<file path="src/logic/core_pkg.sv">
/*
  core package
  sizes, opcodes and packed structs shared by the out-of-order integer core
*/

package core_pkg;

  //////////////////////////////
  // sizes
  //////////////////////////////
  localparam int data_width    = 16;
  localparam int num_arch_regs = 8;
  localparam int num_phys_regs = 16;
  localparam int rob_depth     = 8;
  localparam int rs_depth      = 4;
  // tags not mapped after reset
  localparam int free_depth    = num_phys_regs - num_arch_regs;

  typedef logic [data_width-1:0]            data_t;
  typedef logic [$clog2(num_arch_regs)-1:0] arch_reg_t;
  typedef logic [$clog2(num_phys_regs)-1:0] phys_tag_t;
  typedef logic [$clog2(rob_depth)-1:0]     rob_idx_t;
  // one extra bit so a full rob can be counted
  typedef logic [$clog2(rob_depth):0]       rob_count_t;
  typedef logic [$clog2(rs_depth)-1:0]      rs_idx_t;
  typedef logic [$clog2(free_depth)-1:0]    free_idx_t;

  //////////////////////////////
  // opcodes
  //////////////////////////////
  typedef enum logic [2:0] {
    op_li,
    op_add,
    op_sub,
    op_and,
    op_xor
  } opcode_e;

  //////////////////////////////
  // pipeline payloads
  //////////////////////////////
  typedef struct packed {
    opcode_e   opcode;
    arch_reg_t dest;
    arch_reg_t src_a;
    arch_reg_t src_b;
    data_t     imm;
  } inst_t;

  // renamed instruction waiting in the rs
  typedef struct packed {
    opcode_e   opcode;
    phys_tag_t tag_a;
    logic      ready_a;
    phys_tag_t tag_b;
    logic      ready_b;
    data_t     imm;
    phys_tag_t dest_tag;
    rob_idx_t  rob_idx;
  } rs_entry_t;

  typedef struct packed {
    opcode_e   opcode;
    phys_tag_t tag_a;
    phys_tag_t tag_b;
    data_t     imm;
    phys_tag_t dest_tag;
    rob_idx_t  rob_idx;
  } issue_t;

  // single result bus
  typedef struct packed {
    logic      valid;
    phys_tag_t tag;
    rob_idx_t  rob_idx;
    data_t     value;
  } cdb_t;

  typedef struct packed {
    arch_reg_t arch_dest;
    phys_tag_t new_tag;
    phys_tag_t old_tag;
  } rob_alloc_t;

  typedef struct packed {
    arch_reg_t dest;
    data_t     value;
  } retire_t;

endpackage

</file>
<file path="src/logic/core_top.sv">
/*
  core top
  rename, reservation station, execute unit and reorder buffer
  joined by the dispatch, issue, cdb and free paths
*/
`timescale 1ns/1ps

module core_top (
  input  logic              clock,
  input  logic              reset,
  input  logic              inst_req,
  input  core_pkg::inst_t   inst,
  output logic              inst_ack,
  output logic              ret_valid,
  output core_pkg::retire_t ret
);

  // dispatch path
  logic                 dispatch_valid;
  core_pkg::rs_entry_t  rs_entry;
  core_pkg::rob_alloc_t rob_alloc;
  core_pkg::rob_idx_t   alloc_idx;
  logic                 rs_full;
  logic                 rob_full;

  // issue and result
  logic                 issue_valid;
  core_pkg::issue_t     issue;
  core_pkg::cdb_t       cdb;

  // tag recycling
  logic                 free_valid;
  core_pkg::phys_tag_t  free_tag;

  rename_stage u_rename (
    .clock          (clock),
    .reset          (reset),
    .inst_req       (inst_req),
    .inst           (inst),
    .rs_full        (rs_full),
    .rob_full       (rob_full),
    .alloc_idx      (alloc_idx),
    .cdb            (cdb),
    .free_valid     (free_valid),
    .free_tag       (free_tag),
    .inst_ack       (inst_ack),
    .dispatch_valid (dispatch_valid),
    .rs_entry       (rs_entry),
    .rob_alloc      (rob_alloc)
  );

  reservation_station u_rs (
    .clock          (clock),
    .reset          (reset),
    .dispatch_valid (dispatch_valid),
    .rs_entry       (rs_entry),
    .cdb            (cdb),
    .rs_full        (rs_full),
    .issue_valid    (issue_valid),
    .issue          (issue)
  );

  exec_unit u_exec (
    .clock          (clock),
    .reset          (reset),
    .issue_valid    (issue_valid),
    .issue          (issue),
    .cdb            (cdb)
  );

  reorder_buffer u_rob (
    .clock          (clock),
    .reset          (reset),
    .dispatch_valid (dispatch_valid),
    .rob_alloc      (rob_alloc),
    .cdb            (cdb),
    .alloc_idx      (alloc_idx),
    .rob_full       (rob_full),
    .ret_valid      (ret_valid),
    .ret            (ret),
    .free_valid     (free_valid),
    .free_tag       (free_tag)
  );

endmodule

</file>
<file path="src/logic/exec_unit.sv">
/*
  execute unit
  two-stage pipeline around the physical register file;
  stage one reads operands, stage two computes and drives the cdb
*/
`timescale 1ns/1ps

module exec_unit (
  input  logic             clock,
  input  logic             reset,
  input  logic             issue_valid,
  input  core_pkg::issue_t issue,
  output core_pkg::cdb_t   cdb
);

  core_pkg::data_t  prf [core_pkg::num_phys_regs];

  // stage one registers
  logic             s1_valid;
  core_pkg::issue_t s1_inst;
  core_pkg::data_t  s1_a;
  core_pkg::data_t  s1_b;

  core_pkg::data_t  rd_a;
  core_pkg::data_t  rd_b;
  core_pkg::data_t  alu_result;

  //////////////////////////////
  // operand read
  //////////////////////////////
  // bypass from the value written back on this edge
  always_comb begin
    rd_a = prf[issue.tag_a];
    rd_b = prf[issue.tag_b];
    if (s1_valid && s1_inst.dest_tag == issue.tag_a) begin
      rd_a = alu_result;
    end
    if (s1_valid && s1_inst.dest_tag == issue.tag_b) begin
      rd_b = alu_result;
    end
  end

  always_ff @(posedge clock) begin
    if (reset) begin
      s1_valid <= 1'b0;
    end else begin
      s1_valid <= issue_valid;
    end
  end

  always_ff @(posedge clock) begin
    s1_inst <= issue;
    s1_a    <= rd_a;
    s1_b    <= rd_b;
  end

  //////////////////////////////
  // alu
  //////////////////////////////
  // 16 bit wrapping arithmetic
  always_comb begin
    unique case (s1_inst.opcode)
      core_pkg::op_li:  alu_result = s1_inst.imm;
      core_pkg::op_add: alu_result = s1_a + s1_b;
      core_pkg::op_sub: alu_result = s1_a - s1_b;
      core_pkg::op_and: alu_result = s1_a & s1_b;
      core_pkg::op_xor: alu_result = s1_a ^ s1_b;
      default:          alu_result = '0;
    endcase
  end

  //////////////////////////////
  // writeback and cdb
  //////////////////////////////
  always_ff @(posedge clock) begin
    if (reset) begin
      cdb.valid <= 1'b0;
      // mapped regs start at zero
      for (int i = 0; i < core_pkg::num_phys_regs; i++) begin
        prf[i] <= '0;
      end
    end else begin
      cdb.valid <= s1_valid;
      if (s1_valid) begin
        prf[s1_inst.dest_tag] <= alu_result;
      end
    end
  end

  // payload follows the valid bit
  always_ff @(posedge clock) begin
    cdb.tag     <= s1_inst.dest_tag;
    cdb.rob_idx <= s1_inst.rob_idx;
    cdb.value   <= alu_result;
  end

endmodule

</file>
<file path="src/logic/rename_stage.sv">
/*
  rename stage
  four-phase input handshake, map table, free list and tag ready table;
  turns each accepted instruction into an rs entry plus a rob allocation
*/
`timescale 1ns/1ps

module rename_stage (
  input  logic                   clock,
  input  logic                   reset,
  input  logic                   inst_req,
  input  core_pkg::inst_t        inst,
  input  logic                   rs_full,
  input  logic                   rob_full,
  input  core_pkg::rob_idx_t     alloc_idx,
  input  core_pkg::cdb_t         cdb,
  input  logic                   free_valid,
  input  core_pkg::phys_tag_t    free_tag,
  output logic                   inst_ack,
  output logic                   dispatch_valid,
  output core_pkg::rs_entry_t    rs_entry,
  output core_pkg::rob_alloc_t   rob_alloc
);

  // arch to phys mapping
  core_pkg::phys_tag_t map_table [core_pkg::num_arch_regs];
  // one bit per phys tag, set once its value exists
  logic [core_pkg::num_phys_regs-1:0] tag_ready;
  // free tags in fifo order
  core_pkg::phys_tag_t free_list [core_pkg::free_depth];
  core_pkg::free_idx_t fl_head;
  core_pkg::free_idx_t fl_tail;

  logic                accept;
  logic                is_li;
  core_pkg::phys_tag_t new_tag;
  core_pkg::phys_tag_t tag_a;
  core_pkg::phys_tag_t tag_b;

  //////////////////////////////
  // handshake
  //////////////////////////////
  // take it only when both rs and rob have room
  assign accept         = inst_req && !inst_ack && !rs_full && !rob_full;
  assign dispatch_valid = accept;

  always_ff @(posedge clock) begin
    if (reset) begin
      inst_ack <= 1'b0;
    end else if (accept) begin
      inst_ack <= 1'b1;
    end else if (!inst_req) begin
      // drop one cycle after req falls
      inst_ack <= 1'b0;
    end
  end

  //////////////////////////////
  // lookup
  //////////////////////////////
  assign is_li   = (inst.opcode == core_pkg::op_li);
  assign new_tag = free_list[fl_head];
  assign tag_a   = map_table[inst.src_a];
  assign tag_b   = map_table[inst.src_b];

  always_comb begin
    rs_entry.opcode   = inst.opcode;
    rs_entry.tag_a    = tag_a;
    rs_entry.tag_b    = tag_b;
    // li needs no sources
    // a result on the cdb this cycle counts as ready
    rs_entry.ready_a  = is_li || tag_ready[tag_a] || (cdb.valid && cdb.tag == tag_a);
    rs_entry.ready_b  = is_li || tag_ready[tag_b] || (cdb.valid && cdb.tag == tag_b);
    rs_entry.imm      = inst.imm;
    rs_entry.dest_tag = new_tag;
    rs_entry.rob_idx  = alloc_idx;
  end

  // old mapping goes to the rob, freed at retire
  assign rob_alloc.arch_dest = inst.dest;
  assign rob_alloc.new_tag   = new_tag;
  assign rob_alloc.old_tag   = map_table[inst.dest];

  //////////////////////////////
  // tables
  //////////////////////////////
  always_ff @(posedge clock) begin
    if (reset) begin
      // identity map
      for (int i = 0; i < core_pkg::num_arch_regs; i++) begin
        map_table[i] <= core_pkg::phys_tag_t'(i);
      end
    end else if (accept) begin
      map_table[inst.dest] <= new_tag;
    end
  end

  always_ff @(posedge clock) begin
    if (reset) begin
      // mapped tags hold zero and are ready
      tag_ready <= {{core_pkg::free_depth{1'b0}}, {core_pkg::num_arch_regs{1'b1}}};
    end else begin
      if (cdb.valid) begin
        tag_ready[cdb.tag] <= 1'b1;
      end
      // fresh dest tag waits for its result
      if (accept) begin
        tag_ready[new_tag] <= 1'b0;
      end
    end
  end

  // free list starts full with the upper tags
  // pop and push can happen on the same edge
  always_ff @(posedge clock) begin
    if (reset) begin
      for (int i = 0; i < core_pkg::free_depth; i++) begin
        free_list[i] <= core_pkg::phys_tag_t'(core_pkg::num_arch_regs + i);
      end
      fl_head <= '0;
      fl_tail <= '0;
    end else begin
      if (accept) begin
        fl_head <= fl_head + 1'b1;
      end
      if (free_valid) begin
        free_list[fl_tail] <= free_tag;
        fl_tail            <= fl_tail + 1'b1;
      end
    end
  end

endmodule

</file>
<file path="src/logic/reorder_buffer.sv">
/*
  reorder buffer
  circular buffer of in-flight instructions; records completion from the
  cdb and retires the head in program order, freeing its old tag
*/
`timescale 1ns/1ps

module reorder_buffer (
  input  logic                 clock,
  input  logic                 reset,
  input  logic                 dispatch_valid,
  input  core_pkg::rob_alloc_t rob_alloc,
  input  core_pkg::cdb_t       cdb,
  output core_pkg::rob_idx_t   alloc_idx,
  output logic                 rob_full,
  output logic                 ret_valid,
  output core_pkg::retire_t    ret,
  output logic                 free_valid,
  output core_pkg::phys_tag_t  free_tag
);

  core_pkg::rob_alloc_t          info [core_pkg::rob_depth];
  core_pkg::data_t               result [core_pkg::rob_depth];
  logic [core_pkg::rob_depth-1:0] done;

  core_pkg::rob_idx_t            head;
  core_pkg::rob_idx_t            tail;
  core_pkg::rob_count_t          count;
  logic                          retire_go;

  assign alloc_idx = tail;
  assign rob_full  = (count == core_pkg::rob_count_t'(core_pkg::rob_depth));

  //////////////////////////////
  // retire
  //////////////////////////////
  // head leaves once its result is in
  assign retire_go = (count != '0) && done[head];

  assign ret_valid  = retire_go;
  assign ret.dest   = info[head].arch_dest;
  assign ret.value  = result[head];
  // old tag goes back to rename on the same edge
  assign free_valid = retire_go;
  assign free_tag   = info[head].old_tag;

  //////////////////////////////
  // pointers
  //////////////////////////////
  always_ff @(posedge clock) begin
    if (reset) begin
      head  <= '0;
      tail  <= '0;
      count <= '0;
    end else begin
      if (dispatch_valid) begin
        tail <= tail + 1'b1;
      end
      if (retire_go) begin
        head <= head + 1'b1;
      end
      case ({dispatch_valid, retire_go})
        2'b10:   count <= count + 1'b1;
        2'b01:   count <= count - 1'b1;
        default: count <= count;
      endcase
    end
  end

  //////////////////////////////
  // completion
  //////////////////////////////
  // a result on the cdb marks its slot done
  always_ff @(posedge clock) begin
    if (reset) begin
      done <= '0;
    end else begin
      if (cdb.valid) begin
        done[cdb.rob_idx] <= 1'b1;
      end
      // slot reused at the tail starts pending
      if (dispatch_valid) begin
        done[tail] <= 1'b0;
      end
    end
  end

  always_ff @(posedge clock) begin
    if (dispatch_valid) begin
      info[tail] <= rob_alloc;
    end
    if (cdb.valid) begin
      result[cdb.rob_idx] <= cdb.value;
    end
  end

endmodule

</file>
<file path="src/logic/reservation_station.sv">
/*
  reservation station
  holds renamed instructions in age order, wakes operands from the cdb
  and issues the oldest ready entry each cycle
*/
`timescale 1ns/1ps

module reservation_station (
  input  logic                clock,
  input  logic                reset,
  input  logic                dispatch_valid,
  input  core_pkg::rs_entry_t rs_entry,
  input  core_pkg::cdb_t      cdb,
  output logic                rs_full,
  output logic                issue_valid,
  output core_pkg::issue_t    issue
);

  // slot 0 is always the oldest
  // valid bits stay packed toward slot 0
  core_pkg::rs_entry_t              slots [core_pkg::rs_depth];
  logic [core_pkg::rs_depth-1:0]    slot_valid;

  core_pkg::rs_entry_t              woken [core_pkg::rs_depth];
  core_pkg::rs_entry_t              next_slots [core_pkg::rs_depth];
  logic [core_pkg::rs_depth-1:0]    next_valid;
  logic                             pick_found;
  core_pkg::rs_idx_t                pick_idx;
  logic                             ins_done;

  // top slot in use means every slot is
  assign rs_full = slot_valid[core_pkg::rs_depth-1];

  //////////////////////////////
  // wakeup and select
  //////////////////////////////
  always_comb begin
    pick_found = 1'b0;
    pick_idx   = '0;
    for (int i = 0; i < core_pkg::rs_depth; i++) begin
      woken[i] = slots[i];
      // tag compare against both operands
      if (cdb.valid && cdb.tag == slots[i].tag_a) begin
        woken[i].ready_a = 1'b1;
      end
      if (cdb.valid && cdb.tag == slots[i].tag_b) begin
        woken[i].ready_b = 1'b1;
      end
    end
    // scan downward so the lowest ready slot wins
    for (int i = core_pkg::rs_depth - 1; i >= 0; i--) begin
      if (slot_valid[i] && woken[i].ready_a && woken[i].ready_b) begin
        pick_found = 1'b1;
        pick_idx   = core_pkg::rs_idx_t'(i);
      end
    end
  end

  //////////////////////////////
  // compact and insert
  //////////////////////////////
  always_comb begin
    ins_done = 1'b0;
    for (int i = 0; i < core_pkg::rs_depth; i++) begin
      if (pick_found && i >= int'(pick_idx)) begin
        // close the gap left by the issued entry
        if (i < core_pkg::rs_depth - 1) begin
          next_slots[i] = woken[i + 1];
          next_valid[i] = slot_valid[i + 1];
        end else begin
          next_slots[i] = woken[i];
          next_valid[i] = 1'b0;
        end
      end else begin
        next_slots[i] = woken[i];
        next_valid[i] = slot_valid[i];
      end
    end
    // new entry behind everything already held
    for (int i = 0; i < core_pkg::rs_depth; i++) begin
      if (dispatch_valid && !ins_done && !next_valid[i]) begin
        next_slots[i] = rs_entry;
        next_valid[i] = 1'b1;
        ins_done      = 1'b1;
      end
    end
  end

  always_ff @(posedge clock) begin
    if (reset) begin
      slot_valid <= '0;
    end else begin
      slot_valid <= next_valid;
    end
  end

  always_ff @(posedge clock) begin
    for (int i = 0; i < core_pkg::rs_depth; i++) begin
      slots[i] <= next_slots[i];
    end
  end

  //////////////////////////////
  // issue register
  //////////////////////////////
  always_ff @(posedge clock) begin
    if (reset) begin
      issue_valid <= 1'b0;
    end else begin
      issue_valid <= pick_found;
    end
  end

  always_ff @(posedge clock) begin
    issue.opcode   <= woken[pick_idx].opcode;
    issue.tag_a    <= woken[pick_idx].tag_a;
    issue.tag_b    <= woken[pick_idx].tag_b;
    issue.imm      <= woken[pick_idx].imm;
    issue.dest_tag <= woken[pick_idx].dest_tag;
    issue.rob_idx  <= woken[pick_idx].rob_idx;
  end

endmodule

</file>
<file path="config.mk">
export PLATFORM = sky130hd
export DESIGN_NAME = core_top
export DESIGN_NICKNAME = d
export VERILOG_FILES = /design/src/logic/core_pkg.sv /design/src/logic/core_top.sv /design/src/logic/exec_unit.sv /design/src/logic/rename_stage.sv /design/src/logic/reorder_buffer.sv /design/src/logic/reservation_station.sv
export SDC_FILE = /design/constraint.sdc
export NUM_CORES = 1
export LEC_CHECK = 0
export BUFFER_PORTS_ARGS = -buffer_cell sky130_fd_sc_hd__buf_4
export CORE_AREA = 2 2 247 249
export DETAILED_ROUTE_END_ITERATION = 8
export DIE_AREA = 0 0 249 251
export GPL_ROUTABILITY_DRIVEN = 0
export PLACE_DENSITY = 0.85
export SETUP_SLACK_MARGIN = 0.4
export SLEW_MARGIN = 20
export SYNTH_ARGS = -nofsm -noshare
export SYNTH_HDL_FRONTEND = slang
export SYNTH_SLANG_ARGS = --single-unit
export TNS_END_PERCENT = 30
</file>
<file path="constraint.sdc">
create_clock -name clock -period 4.85 [get_ports clock]
set_input_delay 0.485 -clock clock [delete_from_list [all_inputs] [get_ports clock]]
set_output_delay 0.485 -clock clock [all_outputs]
set_load 0.01 [all_outputs]
</file>
# == Yosys cells after proc, flatten, opt, wreduce, memory -nomap -nowiden ==
# Memory sizes are Yosys's and may differ from the RTL's. A register that Yosys moved wholly into a read port is not among the register bits.
# Cells that the tools add are included.
# word_totals
ff_bits,163
output_inout_bits,21
ramBits,680
elab_cells,236
in_bits,31
n_memories,6
# mem_list
name,words,word_bits,rd,rd_clocked_by_memory_dff,write_ports,line,rtl
u_exec.prf,16,16,2,2,16,exec_unit.sv:16,core_pkg::data_t prf [core_pkg::num_phys_regs];
u_rs.slots,4,36,4,0,4,reservation_station.sv:21,core_pkg::rs_entry_t slots [core_pkg::rs_depth];
u_rob.result,8,16,1,1,1,reorder_buffer.sv:23,core_pkg::data_t result [core_pkg::rob_depth];
u_rob.info,8,11,1,1,1,reorder_buffer.sv:22,core_pkg::rob_alloc_t info [core_pkg::rob_depth];
u_rename.free_list,8,4,1,1,8,rename_stage.sv:30,core_pkg::phys_tag_t free_list [core_pkg::free_depth];
u_rename.map_table,8,4,3,0,8,rename_stage.sv:26,core_pkg::phys_tag_t map_table [core_pkg::num_arch_regs];
# op_classes
n_eq_ne,20
n_reduce_logical,59
n_addsub,8
muxes,92
order_cmp,15
bitwise,9
# op_table
op,count
36-bit 2-to-1 mux,9
16-bit 2-to-1 mux,6
16-bit one-hot mux with 5 select lines,1
36-bit binary-select mux with 2-bit select,1
1-bit 2-to-1 mux,49
4-bit == test,12
1-bit logical AND,38
16-bit AND,2
3-bit 2-to-1 mux,8
8-bit 2-to-1 mux,3
4-bit by 5-bit less-than comparator with 1-bit output (second input constant),4
16-bit adder,1
16-bit NOT,1
16-bit bitwise OR,1
16-bit OR reduction,1
16-bit subtractor,1
16-bit XOR,1
3-bit by 1-bit adder with 3-bit output (second input constant),4
3-bit by 4-bit less-than comparator with 1-bit output (second input constant),3
4-bit 2-to-1 mux,3
1-bit zero test,10
8-bit AND,1
1-bit binary-select mux with 4-bit select,2
1-bit demux with 4-bit select,2
other kinds (26),39

# == Longest topological paths before layout ==
# Gate-level depths: netlist of the first run.
# depth
word_depth,27
depth_mapped,17

# == Modules after synthesis ==
# A second synthesis of the first run with hierarchy kept.
# hier_totals
cells_unflattened,2784
hier_area_um2,38837.2
# modules_own_cells
mod,n_inst,area_per_inst_um2,cells_each,seq_area_each_um2
exec_unit,1,16839.9,1224,9349.0
reservation_station,1,8652.0,683,5024.8
reorder_buffer,1,7960.1,395,5945.7
rename_stage,1,5385.2,482,2442.3

# == Least setup slack after synthesis of the first run ==
# Ideal clock, no wire load.
# synth_timing
path_type,flip-flop to flip-flop
start,reg u_exec.s1_inst[33] (netlist name)
end,"mem u_exec.prf[0][12] (netlist name), data pin"
path_stages_with_launch,15
arrival_time_ps,3467
setup_time_ps,266
path_buffers,3
synth_period_minus_slack_ps,3732
required_ps,4584
path_slack_ps,1118
cell_sequence,dfxtp_1 -> clkbuf_1 -> or3b_2 -> clkbuf_1 -> mux2i_1 -> fa_1 -> a211oi_1 -> nor3_1 -> nor2_1 -> a31oi_1 -> o21a_1 -> or3_1 -> a31oi_2 -> clkbuf_1 -> nor2_1
# synth_rtl
element,line,rtl
from (decl),exec_unit.sv:20,core_pkg::issue_t s1_inst;
from (signal assigned),exec_unit.sv:52,s1_inst <= issue;
to (decl),exec_unit.sv:16,

==> results of run 1 <==
==> worst max-delay path, stage by stage, from the launching register on <==
cell and delay (ns):
dfxtp_1 0.34, or4_1 0.56, nor3_1 0.40, nand2_1 0.15, o21ai_0 0.24, xor2_1 0.25, ha_1 0.33, o21a_1 0.13
nor2_1 0.15, a21oi_1 0.07, a21oi_1 0.21, nand2b_1 0.11, a31oi_2 0.76, nor2_1 0.15
==> cells by family (layout without fill, tap and decap cells) <==
kind of cell	Yosys count	in the layout	share of synthesized area, %
adder cells (fa/ha/maj)	41	41	1.408
flip-flops	817	817	60.69
AO/OA/AOI/OAI	331	331	5.314
multiplexers	394	394	18.37
XOR/XNOR	83	83	1.938
AND/OR/NAND/NOR	785	785	9.241
buffers and inverters	266	376	3.036
==> final timing paths <==
kind | startpoint | end | cells past startpoint
worst max-delay path | u_exec.s1_b[3] | u_exec.prf[4][13] | 13
worst min-delay path | inst[0] | u_rs.slots[3][7] | 1
worst max register to register | u_exec.s1_b[3] | u_exec.prf[4][13] | 13
worst min register to register | u_rs.issue[21] | u_exec.s1_inst[21] | 0
==> cell type report <==
type | count | area, um2
clock buffer | 128 | 2345
clock inverter | 23 | 207.7
fill | 3628 | 18340
inverter | 70 | 262.8
multi-input combinational | 1634 | 13700
sequential | 817 | 22780
tap | 782 | 978.4
timing repair buffer | 155 | 1189
==> power by group through the flow <==
stage	combinational, mW	clock [mW]	sequential, mW
global placement	5.44	0	9.44
floorplan	4.28	0	8.95
global route	6.34	6.36	9.49
detailed placement	5.63	0	9.52
CTS	5.76	6.11	9.38
finish	5.98	6.10	9.41
==> state kept, by name, indices dropped and copies added, names as in the netlist, 4 cells and up, named ones only <==
| register | flops |
|---|---|
| u_exec.prf | 256 |
| u_rename.map_table | 32 |
| u_exec.s1_a | 16 |
| u_exec.s1_inst | 26 |
| u_rename.free_list | 32 |
| u_exec.cdb | 24 |
| u_rob.info | 56 |
| u_rob.done | 8 |
| u_rename.tag_ready | 16 |
| u_rs.issue | 34 |
| u_rs.slots | 144 |
| u_rob.result | 128 |
| u_exec.s1_b | 16 |
| u_rs.slot_valid | 4 |
| u_rob.count | 4 |
==> per-layer routing <==
metal | part of all wire, % | wire [um]
met3 | 12 | 12160
met4 | 6.4 | 6439
met1 | 34 | 34080
met2 | 48 | 48010
met5 | 0.011 | 11
==> through the flow <==
step	util [%]	instance area (um2)
after global placement	65.03	38880
after CTS	69.29	41430
after floorplan	-	37510
after detailed placement	65.03	38880
final	69.33	41460
after global routing	69.33	41460
==> repair_timing <==
action | CTS | global route
endpoints found under the setup margin | 0 | 109
resized for setup | 0 | 2
setup buffers | 0 | 0
==> synth_stat cells, types with 5 or more instances <==
master / n / area share, %
edfxtp_1: 640 / 51
nor2_1: 366 / 3.7
mux4_2: 232 / 14
dfxtp_1: 177 / 9.4
mux2i_1: 135 / 3.6
nand2_1: 133 / 1.3
nand3_1: 132 / 1.8
clkbuf_1: 129 / 1.3
o21ai_0: 127 / 1.7
inv_1: 70 / 0.70
a21oi_1: 58 / 0.77
xor2_1: 47 / 1.1
nor3_1: 45 / 0.60
ha_1: 39 / 1.3
nand2b_1: 37 / 0.62
xnor2_1: 36 / 0.84
o21ai_1: 35 / 0.47
buf_2: 28 / 0.37
mux2_2: 26 / 0.78
a22oi_1: 22 / 0.44
buf_1: 22 / 0.22
a211oi_1: 18 / 0.36
nor2b_1: 16 / 0.27
a31oi_1: 13 / 0.22
buf_6: 11 / 0.33
nor4_1: 10 / 0.17
and3_1: 8 / 0.13
o21a_1: 8 / 0.16
a221oi_1: 7 / 0.16
or2_2: 7 / 0.12
or3_1: 7 / 0.12
nand4_1: 6 / 0.10
a31o_2: 5 / 0.12
and2_1: 5 / 0.083
buf_4: 5 / 0.10
nor3b_1: 5 / 0.10
==> results.cfg, run 1 <==
[detailed_routing]
firstDrtPassIters = 8
avgRoutedWirePerCell_um = 27.90
vias = 25070
drt_iter0_markers = 3636
wirelength_mm = 100.7
ant_nets = 0
avgViaCountPerCell = 6.946
remaining_drc_errors = 0

[sta]
skew_ns = 0.02033
hold_ws_ns = 0.02551
final.setup.tns_ns = 0
min_period_ns = 4.149
slew_violations = 0
setup_viol = 0
rsz0062_at_grt = false
period_share_pct = 85.54
finalHoldViolations = 0
worst_slew_pin_slew_ns = 1.004
timing.slew.headroom_pct = 31.12
finalWorstSetupSlack_ns = 0.7014
max_freq_ghz = 0.2410

[layout]
drive_above_1_share_pct = 20.27
final_nets = 2831
layout_commonest_cell = edfxtp_1
finalNonFillerCells = 3609
final_cell_mix = 640 x edfxtp_1, 365 x nor2_1, 232 x mux4_2
syn_to_final_growth_pct = 10.54
diodes = 0

[clocking]
clk_path_buf_depth = 3
cts_hold_buf = 0
clock_latency_ns = 0.65
clkTransAtPathRegs_ns = 0.06
cts_tree = built
numCtsBuffers = 81
cts.htree.levels = 3
cts_num_sinks = 817
root_buffer = clkbuf_16

[global_route]
grt_max_degree = 72
antenna_found_initial = 2
use_met3_pct = 7.641
gr-usage-met1_pct = 40.55
grt_use_total_pct = 32.36
grt-ovfl-total = 0
busiest_layer = met2
grt_pass1_vias = 25410
grt_util_met2_pct = 52.11
grt_first_pass_wirelength_mm = 151.2

[floorplanning]
ios = 52
core-area_um2 = 59790
design.die.area_um2 = 62500
row_count = 90
fp.dieH_um = 251
die-width_um = 249
initial_core_util_pct = 62.72

[power]
p_int_mw = 14.20
power_switching_mw = 7.288
p_seq_share_pct = 43.8
clock_power_share_pct = 28.4
power_density_nw_per_um2 = 518.2
comb_power_share_pct = 27.8
p_sw_share_pct = 33.92
ir_drop_mv = 0.4464
p_leak_nw = 14.47
p_total_mw = 21.48

[yosys]
syn_inst = 2717
ys_warn_count = 0
synth_nets = 2789
ys_seq_area_share_pct = 60.69
synth_area_per_cell_um2 = 13.80
syn_area_um2 = 37510
synth_edf_count = 640
ys_ff_latch = 817
synth.lib_cells_used.distinct = 64
async_reset_ff_share_pct = 0
synth_ff_type = edfxtp_1

[setup_path]
crit_arrival_ns = 4.50
r2r_slack_ns = 0.70
crit_type = reg2reg
critPathCaptureType = flop
cp-start-kind = flop
worst_ep_required_time_ns = 5.21
critical_path_peak_fanout = 19

[outcome]
status = completed

[placed_design]
place_ws_ns = 0.6613
hpwl_mm = 59.98
dp.cells = 3458
port_buffers = 51

[flow_run]
drv_cap = 0

[min_path]
min_path_type = in2reg
Note: power is estimated with default switching activity, not from simulation.
==> run 2: changes to the inputs <==
--- a/config.mk
+++ b/config.mk
@@ -5,12 +5,13 @@
 export SDC_FILE = /design/constraint.sdc
 export NUM_CORES = 1
 export LEC_CHECK = 0
+export ABC_AREA = 1
 export BUFFER_PORTS_ARGS = -buffer_cell sky130_fd_sc_hd__buf_4
-export CORE_AREA = 2 2 247 249
+export CORE_AREA = 2 2 253 255
 export DETAILED_ROUTE_END_ITERATION = 8
-export DIE_AREA = 0 0 249 251
+export DIE_AREA = 0 0 255 257
 export GPL_ROUTABILITY_DRIVEN = 0
-export PLACE_DENSITY = 0.85
+export PLACE_DENSITY = 0.8
 export SETUP_SLACK_MARGIN = 0.4
 export SLEW_MARGIN = 20
 export SYNTH_ARGS = -nofsm -noshare
==> run 2 against run 1 <==
  * Setup slack improved by 0.47 ns
  * Clock skew rose by 0.015 ns
  * Non-clock buffer count fell by 18
  * Synthesized cell count rose by 62%
  * Clock power rose by 3%
  * Sequential power fell by 2%
  * Combinational power rose by 4.3%
  * Synthesized area rose by 5.8%
  * Wire length rose by 13%
==> results.cfg, run 2 <==
[yosys]
synth.largest_area_cell = edfxtp_1
synth_common_cells = 711 x nand2_1, 686 x nor2_1, 640 x edfxtp_1
synth_most_common_cell = nand2_1
ys_ff_latch = 817
yosysTopAreaCellShare_pct = 48.41
syn_area_um2 = 39700
ys_warn_count = 0
syn_inst = 4405
ys_seq_area_share_pct = 57.34
synthTopCellsByArea = edfxtp_1 48%, dfxtp_1 8.9%, o21ai_0 6.8%
synth_ff_type = edfxtp_1
async_reset_ff_share_pct = 0
synth_area_per_cell_um2 = 9.012
synth.lib_cells_used.distinct = 57
synth_edf_count = 640
synth_nets = 4477

[floorplanning]
row_count = 92
initial_core_util_pct = 63.28
die-width_um = 255
design.die.area_um2 = 65540
fp.dieH_um = 257
ios = 52
core-area_um2 = 62740

[global_route]
busiest_layer = met2
gr-usage-met1_pct = 45.51
grt_pass1_vias = 31080
grt_use_total_pct = 34.71
grt_util_met2_pct = 53.41
grt_first_pass_wirelength_mm = 174.4
grt_max_degree = 168
grt-ovfl-total = 0
antenna_found_initial = 1
use_met3_pct = 8.841

[clocking]
clk_path_buf_depth = 3
cts_tree = built
cts-resized-gates = 0
cts.htree.levels = 3
root_buffer = clkbuf_16
clkTransAtPathRegs_ns = 0.07
cts_num_sinks = 817
cts_hold_buf = 0
clock_latency_ns = 0.65
post_cts_buffers = 0
numCtsBuffers = 81

[sta]
max_freq_ghz = 0.2718
rsz0062_at_grt = false
period_share_pct = 75.85
finalHoldViolations = 0
timing.slew.headroom_pct = 18.49
slew_violations = 0
final.setup.tns_ns = 0
skew_ns = 0.03568
worst_slew_pin_slew_ns = 1.220
setup_viol = 0
min_period_ns = 3.679
hold_ws_ns = 0.03907
finalWorstSetupSlack_ns = 1.171

[setup_path]
critical_path_peak_fanout = 16
crit_type = reg2reg
r2r_slack_ns = 1.17
crit_path_end = u_exec.prf[15][15]
r2r-start = u_exec.s1_b[0]
critPathCaptureType = flop
cpMostUsedCell = nand2_1
path_cells = inv_1, ha_1, nand2_1, nor3_1, nand2_1, o31ai_1, o21ai_0, xnor2_1, ha_1, inv_1, nor3_1, nor3b_1, a21oi_1, nand2b_1, nand3_1, nand2_1, inv_2, nor2_1
crit_arrival_ns = 4.06
worstReg2RegEnd = u_exec.prf[15][15]
crit_start = u_exec.s1_b[0]
rr_worst_depth = 18
worst_ep_required_time_ns = 5.23
crit_slowest_cell = o31ai_1
cpPeakStageDelay_ns = 0.40
cp-start-kind = flop

[detailed_routing]
drt_iter0_markers = 4824
wirelength_mm = 114.2
firstDrtPassIters = 9
ant_nets = 0
avgViaCountPerCell = 6.213
avgRoutedWirePerCell_um = 21.70
vias = 32700
remaining_drc_errors = 0

[min_path]
min_path_type = in2reg
min_from = inst[8]

[layout]
utilization_pct = 68.92
final_cell_mix = 710 x nand2_1, 675 x nor2_1, 640 x edfxtp_1
nFillCells = 4679
postLayoutCellArea_um2 = 43230
finalNonFillerCells = 5263
syn_to_final_growth_pct = 8.910
largest-register = u_exec.prf
drive_above_1_share_pct = 8.039
layout_commonest_cell = nand2_1
final_nets = 4419
largest_reg_flops = 256
reg_top3 = u_exec.prf x256, u_rs.slots x144, u_rob.result x128

[power]
power_density_nw_per_um2 = 503.3
p_leak_nw = 16.75
p_total_mw = 21.76
ir_drop_mv = 0.2968

[placed_design]
dp.cells = 5110
placed_cell_area_um2 = 40590
port_buffers = 51
hpwl_mm = 69.47
place_ws_ns = 1.235

[flow_run]
drv_cap = 0

[outcome]
status = completed
-- run 2: cell count changes in the layout (fill, tap and decap cells not counted), moves of 32 or more --
cell      previous run  this run
nand2_1            132       710
o21ai_0            127       538
nor2_1             365       675
inv_1               70       358
mux4_2             232         0
nand3_1            131       324
a21oi_1             58       199
mux2i_1            134         3
o211ai_1             1       106
xor2_1              47        10
nand2b_1            37         1
o21ai_2              0        34
o22ai_1              4        36
-- run 2: cell type report --
| cell class | count | area [um2] | area share (%) |
|---|---|---|---|
| sequential | 817 | 22780 | 52.69 |
| multi-input combinational | 2925 | 14240 | 32.95 |
| clock buffer | 117 | 2263 | 5.235 |
| inverter | 385 | 1448 | 3.348 |
| timing repair buffer | 137 | 1066 | 2.466 |
| tap | 846 | 1059 | 2.448 |
| clock inverter | 35 | 372.9 | 0.8624 |
| antenna | 1 | 2.502 | 0.005788 |
-- run 2: critical path, delay by kind of cell, from the launching register on --
kind / cells / cell delay [ns]
buffers and inverters: 3 / 0.42
AO/OA/AOI/OAI: 3 / 0.72
AND/OR/NAND/NOR: 9 / 1.28
flip-flops: 1 / 0.34
adder cells (fa/ha/maj): 2 / 0.50
XOR/XNOR: 1 / 0.16
-- run 2: cells by family (layout without fill, tap and decap cells) --
group           count (synthesis)  after routing  synth area share [%]
simple gates                 1828           1828                 19.18
compound gates               1028           1028                 14.65
flops                         817            817                 57.34
buf+inv                       663            674                 6.877
fa+ha+maj                      41             41                 1.330
xor+xnor                       25             25                0.5516
mux                             3              3               0.07565
other cells                     0              1                     0
-- run 2: per-layer routing --
metal  share of wire (%)  vias up  routed length [um]
met3                  13      416               14900
met4                 5.2        0                5937
met5                   0        -                   0
met2                  45     2194               51510
li1                    -    14990                   -
met1                  37    15100               41890
-- run 2: worst min path at each step --
stage	to	slack (ns)	depth (start not counted)
2_1_floorplan	u_exec.cdb[16]	0.31	0
4_1_cts	u_rs.slots[3][15]	0.01	1
5_1_grt	u_rs.slots[3][15]	0.02	1
3_3_place_gp	u_exec.s1_inst[4]	0.31	0
6_report	u_rs.slots[3][15]	0.04	1
3_5_place_dp	u_exec.s1_inst[14]	0.31	0
-- run 2: power breakdown --
group / internal, mW / switching, mW / leakage, nW
Clock: 3.59 / 2.71 / 1.28
Combinational: 1.73 / 4.51 / 7.84
Sequential: 8.43 / 0.794 / 7.63
